===== src/rtl/mpmem_pkg.sv =====
package mpmem_pkg;

  localparam int DATA_W   = 16;
  localparam int BANK_W   = 2;
  localparam int ROW_W    = 4;
  localparam int ADDR_W   = BANK_W + ROW_W;
  localparam int NUM_BANK = 1 << BANK_W;

  typedef struct packed {
    logic [BANK_W-1:0] bank; // Upper address bits
    logic [ROW_W-1:0]  row;
  } bank_row_s;

  // Same address bits, either flat or split into bank and row
  typedef union packed {
    logic [ADDR_W-1:0] flat;
    bank_row_s         br;
  } mem_addr_u;

  typedef struct packed {
    logic              en;
    mem_addr_u         addr;
    logic [DATA_W-1:0] data;
  } wr_req_s;

  typedef struct packed {
    logic      en;
    mem_addr_u addr;
  } rd_req_s;

  // Write as seen by a single bank
  typedef struct packed {
    logic              en;
    logic [ROW_W-1:0]  row;
    logic [DATA_W-1:0] data;
  } bank_wr_s;

endpackage


===== src/rtl/bank_sram.sv =====
`timescale 1ns/1ns

module bank_sram (
  input  logic                            clk,
  input  logic                            rst,
  input  mpmem_pkg::bank_wr_s             wr,
  input  logic                            rd_en,
  input  logic [mpmem_pkg::ROW_W-1:0]     rd_row,
  output logic [mpmem_pkg::DATA_W-1:0]    rd_word
);

  localparam int NUM_ROW = 1 << mpmem_pkg::ROW_W;

  logic [mpmem_pkg::DATA_W-1:0] mem [NUM_ROW];
  logic [mpmem_pkg::DATA_W-1:0] rd_stage1;
  logic [mpmem_pkg::DATA_W-1:0] rd_stage2;

  // Write port, no reset on the array
  always_ff @(posedge clk) begin
    if (wr.en) begin
      mem[wr.row] <= wr.data;
    end
  end

  // First read stage, sees the array before a same-edge write
  always_ff @(posedge clk) begin
    if (rst) begin
      rd_stage1 <= '0;
    end else if (rd_en) begin
      rd_stage1 <= mem[rd_row];
    end
  end

  // Output stage
  always_ff @(posedge clk) begin
    if (rst) begin
      rd_stage2 <= '0;
    end else begin
      rd_stage2 <= rd_stage1;
    end
  end

  assign rd_word = rd_stage2;

endmodule


===== src/rtl/init_sequencer.sv =====
`timescale 1ns/1ns

module init_sequencer (
  input  logic                clk,
  input  logic                rst,
  output logic                ready,
  output mpmem_pkg::bank_wr_s clr_wr
);

  localparam logic [mpmem_pkg::ROW_W-1:0] LAST_ROW = '1;

  logic [mpmem_pkg::ROW_W-1:0] row_cnt;

  always_ff @(posedge clk) begin
    if (rst) begin
      row_cnt <= '0;
      ready   <= 1'b0;
    end else if (!ready) begin
      row_cnt <= row_cnt + 1'b1; // Wraps to zero on the last row
      if (row_cnt == LAST_ROW) begin
        ready <= 1'b1;
      end
    end
  end

  // Zero write to every bank at the current row until ready
  always_comb begin
    clr_wr.en   = !ready;
    clr_wr.row  = row_cnt;
    clr_wr.data = '0;
  end

endmodule


===== src/rtl/mpmem_top.sv =====
`timescale 1ns/1ns

module mpmem_top #(
  parameter int NUM_WR = 3,
  parameter int NUM_RD = 2
) (
  input  logic                             clk,
  input  logic                             rst,
  output logic                             ready,
  input  mpmem_pkg::wr_req_s               wr_req  [NUM_WR],
  input  mpmem_pkg::rd_req_s               rd_req  [NUM_RD],
  output logic [mpmem_pkg::DATA_W-1:0]     rd_data [NUM_RD],
  output logic [NUM_RD-1:0]                rd_vld
);

  localparam int NUM_BANK = mpmem_pkg::NUM_BANK;

  mpmem_pkg::bank_wr_s               clr_wr;
  mpmem_pkg::bank_wr_s               bank_wr      [NUM_BANK];
  logic [NUM_BANK-1:0]               bank_rd_en;
  logic [mpmem_pkg::ROW_W-1:0]       bank_rd_row  [NUM_BANK];
  logic [mpmem_pkg::DATA_W-1:0]      bank_rd_word [NUM_BANK];

  init_sequencer u_init (
    .clk    (clk),
    .rst    (rst),
    .ready  (ready),
    .clr_wr (clr_wr)
  );

  write_crossbar #(
    .NUM_WR (NUM_WR)
  ) u_wr_xbar (
    .clk     (clk),
    .ready   (ready),
    .clr_wr  (clr_wr),
    .wr_req  (wr_req),
    .bank_wr (bank_wr)
  );

  read_crossbar #(
    .NUM_RD (NUM_RD)
  ) u_rd_xbar (
    .clk          (clk),
    .rst          (rst),
    .ready        (ready),
    .rd_req       (rd_req),
    .bank_rd_en   (bank_rd_en),
    .bank_rd_row  (bank_rd_row),
    .bank_rd_word (bank_rd_word),
    .rd_data      (rd_data),
    .rd_vld       (rd_vld)
  );

  // One write port and one read port per bank
  genvar b;
  generate
    for (b = 0; b < NUM_BANK; b++) begin : g_bank
      bank_sram u_bank (
        .clk     (clk),
        .rst     (rst),
        .wr      (bank_wr[b]),
        .rd_en   (bank_rd_en[b]),
        .rd_row  (bank_rd_row[b]),
        .rd_word (bank_rd_word[b])
      );
    end
  endgenerate

endmodule


===== src/rtl/read_crossbar.sv =====
`timescale 1ns/1ns

module read_crossbar #(
  parameter int NUM_RD = 2
) (
  input  logic                                clk,
  input  logic                                rst,
  input  logic                                ready,
  input  mpmem_pkg::rd_req_s                  rd_req       [NUM_RD],
  output logic [mpmem_pkg::NUM_BANK-1:0]      bank_rd_en,
  output logic [mpmem_pkg::ROW_W-1:0]         bank_rd_row  [mpmem_pkg::NUM_BANK],
  input  logic [mpmem_pkg::DATA_W-1:0]        bank_rd_word [mpmem_pkg::NUM_BANK],
  output logic [mpmem_pkg::DATA_W-1:0]        rd_data      [NUM_RD],
  output logic [NUM_RD-1:0]                   rd_vld
);

  localparam int BANK_W   = mpmem_pkg::BANK_W;
  localparam int NUM_BANK = mpmem_pkg::NUM_BANK;

  mpmem_pkg::bank_row_s rd_dec [NUM_RD];
  logic [NUM_RD-1:0]    rd_take;
  logic [NUM_RD-1:0]    vld_q1;
  logic [NUM_RD-1:0]    vld_q2;
  logic [BANK_W-1:0]    bank_q1 [NUM_RD];
  logic [BANK_W-1:0]    bank_q2 [NUM_RD];

  always_comb begin
    for (int p = 0; p < NUM_RD; p++) begin
      rd_dec[p]  = rd_req[p].addr.br;
      rd_take[p] = ready && rd_req[p].en; // Requests before ready are dropped
    end
  end

  // Request path to the banks
  always_comb begin
    for (int b = 0; b < NUM_BANK; b++) begin
      bank_rd_en[b]  = 1'b0;
      bank_rd_row[b] = '0;
      for (int p = 0; p < NUM_RD; p++) begin
        if (rd_take[p] && rd_dec[p].bank == b[BANK_W-1:0]) begin
          bank_rd_en[b]  = 1'b1;
          bank_rd_row[b] = rd_dec[p].row;
        end
      end
    end
  end

  // Valid follows the bank pipeline two stages deep
  always_ff @(posedge clk) begin
    if (rst) begin
      vld_q1 <= '0;
      vld_q2 <= '0;
    end else begin
      vld_q1 <= rd_take;
      vld_q2 <= vld_q1;
    end
  end

  always_ff @(posedge clk) begin
    for (int p = 0; p < NUM_RD; p++) begin
      bank_q1[p] <= rd_dec[p].bank;
      bank_q2[p] <= bank_q1[p];
    end
  end

  // Return path picks the word from the bank this port read
  always_comb begin
    for (int p = 0; p < NUM_RD; p++) begin
      rd_data[p] = bank_rd_word[bank_q2[p]];
    end
  end

  assign rd_vld = vld_q2;

  genvar p, q;
  generate
    for (p = 0; p < NUM_RD; p++) begin : g_rd_chk
      for (q = 0; q < p; q++) begin : g_rd_pair
        assert_r_bank_conflict: assert property (@(posedge clk) disable iff (!ready)
          !(rd_req[p].en && rd_req[q].en && rd_dec[p].bank == rd_dec[q].bank))
          else $error("[%m:%0t] read bank conflict r%0d r%0d bank=0x%0x",
                      $time, p, q, rd_dec[p].bank);
      end
    end
  endgenerate

  // No stale valid leaks out of reset
  assert_vld_after_rst: assert property (@(posedge clk)
    rst |=> (rd_vld == '0) [*2])
    else $error("[%m:%0t] rd_vld high right after reset", $time);

endmodule


===== src/rtl/write_crossbar.sv =====
`timescale 1ns/1ns

module write_crossbar #(
  parameter int NUM_WR = 3
) (
  input  logic                clk,
  input  logic                ready,
  input  mpmem_pkg::bank_wr_s clr_wr,
  input  mpmem_pkg::wr_req_s  wr_req  [NUM_WR],
  output mpmem_pkg::bank_wr_s bank_wr [mpmem_pkg::NUM_BANK]
);

  localparam int BANK_W   = mpmem_pkg::BANK_W;
  localparam int NUM_BANK = mpmem_pkg::NUM_BANK;

  mpmem_pkg::bank_row_s wr_dec [NUM_WR];
  logic [NUM_WR-1:0]    wr_en;

  // Decoded view of each write address
  always_comb begin
    for (int p = 0; p < NUM_WR; p++) begin
      wr_dec[p] = wr_req[p].addr.br;
      wr_en[p]  = wr_req[p].en;
    end
  end

  always_comb begin
    for (int b = 0; b < NUM_BANK; b++) begin
      bank_wr[b] = '0;
      if (!ready) begin
        bank_wr[b] = clr_wr; // Init clear owns every bank
      end else begin
        for (int p = 0; p < NUM_WR; p++) begin
          if (wr_en[p] && wr_dec[p].bank == b[BANK_W-1:0]) begin
            bank_wr[b].en   = 1'b1;
            bank_wr[b].row  = wr_dec[p].row;
            bank_wr[b].data = wr_req[p].data;
          end
        end
      end
    end
  end

  // Caller keeps writes on distinct banks, one check per pair of ports
  genvar j, k;
  generate
    for (j = 0; j < NUM_WR; j++) begin : g_wr_chk
      for (k = 0; k < j; k++) begin : g_wr_pair
        assert_w_bank_conflict: assert property (@(posedge clk) disable iff (!ready)
          !(wr_en[j] && wr_en[k] && wr_dec[j].bank == wr_dec[k].bank))
          else $error("[%m:%0t] write bank conflict w%0d w%0d bank=0x%0x",
                      $time, j, k, wr_dec[j].bank);
      end
    end
  endgenerate

endmodule


===== config.mk =====
export PLATFORM = sky130hd
export DESIGN_NAME = mpmem_top
export DESIGN_NICKNAME = d
export VERILOG_FILES = /design/src/rtl/mpmem_pkg.sv /design/src/rtl/bank_sram.sv /design/src/rtl/init_sequencer.sv /design/src/rtl/mpmem_top.sv /design/src/rtl/read_crossbar.sv /design/src/rtl/write_crossbar.sv
export SDC_FILE = /design/constraint.sdc
export NUM_CORES = 2
export LEC_CHECK = 0
export BUFFER_PORTS_ARGS = -buffer_cell sky130_fd_sc_hd__buf_4
export CAP_MARGIN = 20
export CORE_ASPECT_RATIO = 1.25
export CORE_MARGIN = 3
export CORE_UTILIZATION = 30
export DETAILED_ROUTE_END_ITERATION = 7
export PLACE_DENSITY = 0.49
export RECOVER_POWER = 25
export SYNTH_ARGS = -nofsm -noshare
export SYNTH_HDL_FRONTEND = slang
export SYNTH_SLANG_ARGS = --single-unit

===== constraint.sdc =====
create_clock -name clk -period 2.65 [get_ports clk]
set_input_delay 0 -clock clk [delete_from_list [all_inputs] [get_ports clk]]
set_output_delay 0 -clock clk [all_outputs]
set_load 0.01 [all_outputs]

==> impl_summary.txt <==
----------------------------------------------------
[Outcome]
  Result of the run ... finished, final reports clean

[Critical path]
  R2r endpoint ... g_bank[0].u_bank.rd_stage1[15]
  Worst-case register-to-register setup slack ... 70 ps
  Critical path buffers and inverters ... 3
  Arrival time at the worst endpoint ... 3190 ps
  Most prevalent standard cell on the critical path ... sky130_fd_sc_hd__buf_12
  Worst Setup Start Kind ... flop
  Critical path class ... flop to flop
  Crit path cell chain ... buf_12, and4bb_4, and2_4, buf_12, nor2_8, buf_12, mux2i_1, o221a_2, a311oi_1
  Top fanout value on the critical path ... 33
  Count of cells along the worst register-to-register path ... 9
  Crit end category ... flop
  Largest delay contributor family on the critical path ... simple AND/OR/NAND/NOR gates
  Reg2Reg Launch Point ... u_init.ready
  Largest stage delay on the critical path ... 430 ps
  Slowest-stage cell, CP ... sky130_fd_sc_hd__dfxtp_4
  Worst EP required ... 3260 ps

[Final layout]
  Area taken by flip-flops and latches ... 0.03366 mm2
  Area delta synth->final ... 20.31%
  Number of fill cells ... 15490
  # nets final ... 3933
  Finished Core Util ... 0.3635
  Area of the multi-input gates ... 0.01433 mm2
  Fraction of layout cells with a size suffix above 1 ... 0.1943
  Final cell count without fillers ... 6133

[Clock tree]
  Number of clock buffers inserted by TritonCTS ... 114
  Number of levels in the clock H-tree ... 3
  Root Buffer ... sky130_fd_sc_hd__clkbuf_16
  Worst-Skew Late Latency ... 740 ps
  Clock transition at the registers of the reported paths ... 70 ps
  Clock sink count ... 1169
  Clock tree from TritonCTS ... yes
  Worst-case clock buffer depth ... 3

[STA]
  Final setup fails ... 0
  FMAX ... 0.3871 GHz
  Post-route fraction of the period consumed by the critical path ... 0.9749
  Minimum clock period ... 2584 ps
  Post-route worst hold slack ... 105.9 ps
  Transition at the pin with the smallest max-transition slack ... 1220 ps
  Clock skew ... 31.82 ps
  Slew Limit Fails ... 0
  Worst slew margin relative to its limit ... 0.1865
  Hold Violations, Final ... 0

[Synth]
  Unique cell type count in the Yosys netlist ... 74
  Number of synthesized flops with an enable pin ... 1024
  Post-Syn Instances ... 3582
  Top FF cell, synth ... sky130_fd_sc_hd__edfxtp_1
  Number of warnings issued by yosys ... 0
  Area of the mapped netlist ... 0.04896 mm2
  Total of flip-flops plus latches after synthesis ... 1169
  Synthesized netlist net count ... 3668
  Sequential share of the synthesized area ... 0.6873
  Share of async-settable or async-resettable flops after synthesis ... 0
  Post-Syn Area per Cell ... 13.67 um2

[Power]
  Sum of internal, switching and leakage power ... 0.03747 W
  Power per unit of standard cell area ... 636.1 mW/mm2
  Worst vdd ir ... 502.2 uV
  Leakage component of the power ... 20.83 nW

[Die]
  Core area ... 0.1621 mm2
  Height of the die ... 457.7 um
  Row count ... 165
  Horizontal die dimension ... 367.3 um
  Die Area ... 0.1681 mm2
  I/O pin cnt ... 120
  Effective utilization at floorplan ... 0.3021

[GRT]
  Via count of the first global-routing pass ... 32270
  Overflow left after global routing ... 0
  Global Route Usage Sum ... 0.1923
  Antenna violations before repair ... 22
  Largest net degree at the start of global routing ... 77
  Global-route wire length before repair ... 237.9 mm

[Worst hold path]
  Class of the worst hold path ... primary input to flop
  Hold-critical path endpoint ... u_rd_xbar.bank_q1[0][0]
  Hold Crit Start ... rd_req[11]
  Hold path depth ... 2

[Placement]
  Global placement routability congestion ... 0.8638
  HPWL after DPL ... 109.5 mm
  Input/output buffers ... 119
  Total placed cells including tap cells ... 5871

[Routing]
  Routed WL ... 166.5 mm
  Drc violations ... 0
  Via density per instance ... 5.439
  Average wire per cell in the routed design ... 27.15 um
  Starting DRT DRC Count ... 3245
  Antenna viol nets, final ... 0
  Vias post-DR ... 33360
  Count of TritonRoute iterations in the first routing pass ... 6

[Flow run]
  Number of max-cap violations ... 0

----------------------------------------------------
placed cells by master (no fill, tap or decap), types with 45 or more instances in the layout:
master                      count
sky130_fd_sc_hd__a211oi_1      72
sky130_fd_sc_hd__nand2_1      128
sky130_fd_sc_hd__a311o_1       62
sky130_fd_sc_hd__o21ai_0      248
sky130_fd_sc_hd__mux2i_1      130
sky130_fd_sc_hd__nand3_1      473
sky130_fd_sc_hd__clkbuf_16    118
sky130_fd_sc_hd__a31oi_1       66
sky130_fd_sc_hd__clkbuf_1      59
sky130_fd_sc_hd__nor2_1       128
sky130_fd_sc_hd__dfxtp_1      144
sky130_fd_sc_hd__edfxtp_1    1024
sky130_fd_sc_hd__nand4_1       67
sky130_fd_sc_hd__nor2b_1       79
sky130_fd_sc_hd__buf_4        269
sky130_fd_sc_hd__nor2_2        46
sky130_fd_sc_hd__buf_12        99
sky130_fd_sc_hd__and3_1        94
sky130_fd_sc_hd__a311oi_1      62
sky130_fd_sc_hd__a22oi_1       45
sky130_fd_sc_hd__o221a_2       48
power breakdown:
group          leakage, nW  total, W  internal (W)  switching (W)
Combinational         7.44   0.00152      0.000589       0.000928
Sequential            11.6    0.0202        0.0201      0.0000793
Clock                 1.78    0.0157       0.00865        0.00710
cell families (layout without fill, tap and decap cells):
family          count (synthesis)  in the layout  share of synthesized area
simple gates                 1168           1168                     0.1260
mux                           164            164                    0.04176
buf+inv                       301            667                    0.02775
flops                        1169           1169                     0.6873
compound gates                777            777                     0.1165
other cells                     0             14                          0
fa+ha+maj                       1              1                  0.0002555
xor+xnor                        2              2                  0.0003578
cell type report:
| cell class | instances | area share |
|---|---|---|
| multi-input combinational | 2112 | 0.2433 |
| sequential | 1169 | 0.5714 |
| antenna | 14 | 0.0005948 |
| tap | 2171 | 0.04612 |
| clock buffer | 155 | 0.05346 |
| timing repair buffer | 439 | 0.07694 |
| inverter | 11 | 0.0007010 |
| clock inverter | 62 | 0.007541 |
routing by layer:
metal	up-vias	track usage	wire [um]
met5	-	0	26
met4	4	0.04454	3245
met3	192	0.03178	11070
met2	1162	0.3078	77670
met1	17240	0.2733	74480
li1	14760	-	-
cells in the mapped netlist (5+ instances only):
cell | number | share of area
sky130_fd_sc_hd__a311o_1 | 62 | 0.013
sky130_fd_sc_hd__mux4_2 | 32 | 0.015
sky130_fd_sc_hd__nand3b_1 | 8 | 0.0012
sky130_fd_sc_hd__buf_2 | 63 | 0.0064
sky130_fd_sc_hd__a211o_1 | 19 | 0.0034
sky130_fd_sc_hd__nor2b_1 | 79 | 0.010
sky130_fd_sc_hd__and3b_1 | 8 | 0.0014
sky130_fd_sc_hd__dfxtp_1 | 145 | 0.059
sky130_fd_sc_hd__buf_4 | 14 | 0.0021
sky130_fd_sc_hd__nand2_2 | 5 | 0.00064
sky130_fd_sc_hd__a21oi_1 | 17 | 0.0017
sky130_fd_sc_hd__or2_2 | 9 | 0.0011
sky130_fd_sc_hd__nand4_1 | 67 | 0.0086
sky130_fd_sc_hd__o211ai_1 | 7 | 0.0011
sky130_fd_sc_hd__nor3_1 | 11 | 0.0011
sky130_fd_sc_hd__a22oi_1 | 45 | 0.0069
sky130_fd_sc_hd__and3_1 | 94 | 0.012
sky130_fd_sc_hd__nor4_1 | 5 | 0.00064
sky130_fd_sc_hd__nand2b_1 | 11 | 0.0014
sky130_fd_sc_hd__clkbuf_1 | 191 | 0.015
sky130_fd_sc_hd__edfxtp_1 | 1024 | 0.63
sky130_fd_sc_hd__a31oi_1 | 69 | 0.0088
sky130_fd_sc_hd__o211a_1 | 35 | 0.0072
sky130_fd_sc_hd__nor2_1 | 181 | 0.014
sky130_fd_sc_hd__o21ai_0 | 248 | 0.025
sky130_fd_sc_hd__nand2_1 | 135 | 0.010
sky130_fd_sc_hd__nor3b_1 | 36 | 0.0055
sky130_fd_sc_hd__mux2i_1 | 130 | 0.027
sky130_fd_sc_hd__buf_1 | 9 | 0.00069
sky130_fd_sc_hd__a221oi_1 | 35 | 0.0063
sky130_fd_sc_hd__o221a_1 | 13 | 0.0030
sky130_fd_sc_hd__nand3_2 | 6 | 0.0012
sky130_fd_sc_hd__a311oi_1 | 62 | 0.011
sky130_fd_sc_hd__o221a_2 | 48 | 0.011
sky130_fd_sc_hd__a211oi_1 | 72 | 0.011
sky130_fd_sc_hd__buf_6 | 13 | 0.0030
sky130_fd_sc_hd__inv_1 | 11 | 0.00084
sky130_fd_sc_hd__nand3_1 | 475 | 0.049
sky130_fd_sc_hd__and2_1 | 12 | 0.0015
sky130_fd_sc_hd__o21ai_1 | 12 | 0.0012
registers in the layout, summed over array words and instances (netlist names):
signal and cells:
g_bank.u_bank.mem 1024, g_bank.u_bank.rd_stage1 64, g_bank.u_bank.rd_word 64, u_init.row_cnt 4, u_rd_xbar.bank_q1 4, u_rd_xbar.bank_q2 4, u_rd_xbar.rd_vld 2, u_rd_xbar.vld_q1 2
u_init.ready 1
repair_timing:
item | 4_1_cts | 5_1_grt
pin swaps | 1 | 2
setup buffers | 1 | 3
hold buffers | 25 | 0
setup endpoints to repair | 4 | 77
resized for setup | 1 | 20
cloned | 0 | 2
endpoints found under the hold margin | 600 | 0
stage by stage:
stage	worst slack [ps]	TNS, ps	cell area (um2)
after floorplan	-224.9	-12330	49190
after global routing	-34.70	-180.8	58870
after CTS	3.529	0	58960
final	66.39	0	58900
after global placement	-83.23	-5202	55070
after detailed placement	-123.2	-9807	55100
how the worst max path moves through the flow:
stage                            start                        endpoint  slack, ps  cells past startpoint
after floorplan           u_init.ready     g_bank[3].u_bank.mem[11][0]       -220                      8
after global routing      u_init.ready  g_bank[0].u_bank.rd_stage1[12]        -30                      8
after global placement      wr_req[67]    g_bank[0].u_bank.mem[13][12]        -80                     11
after detailed placement    wr_req[67]    g_bank[0].u_bank.mem[13][11]       -120                     11
final                     u_init.ready  g_bank[0].u_bank.rd_stage1[15]         70                      9
after CTS                 u_init.ready   g_bank[2].u_bank.rd_stage1[7]          4                      8
No activity file was read; power rests on OpenSTA's default activity.
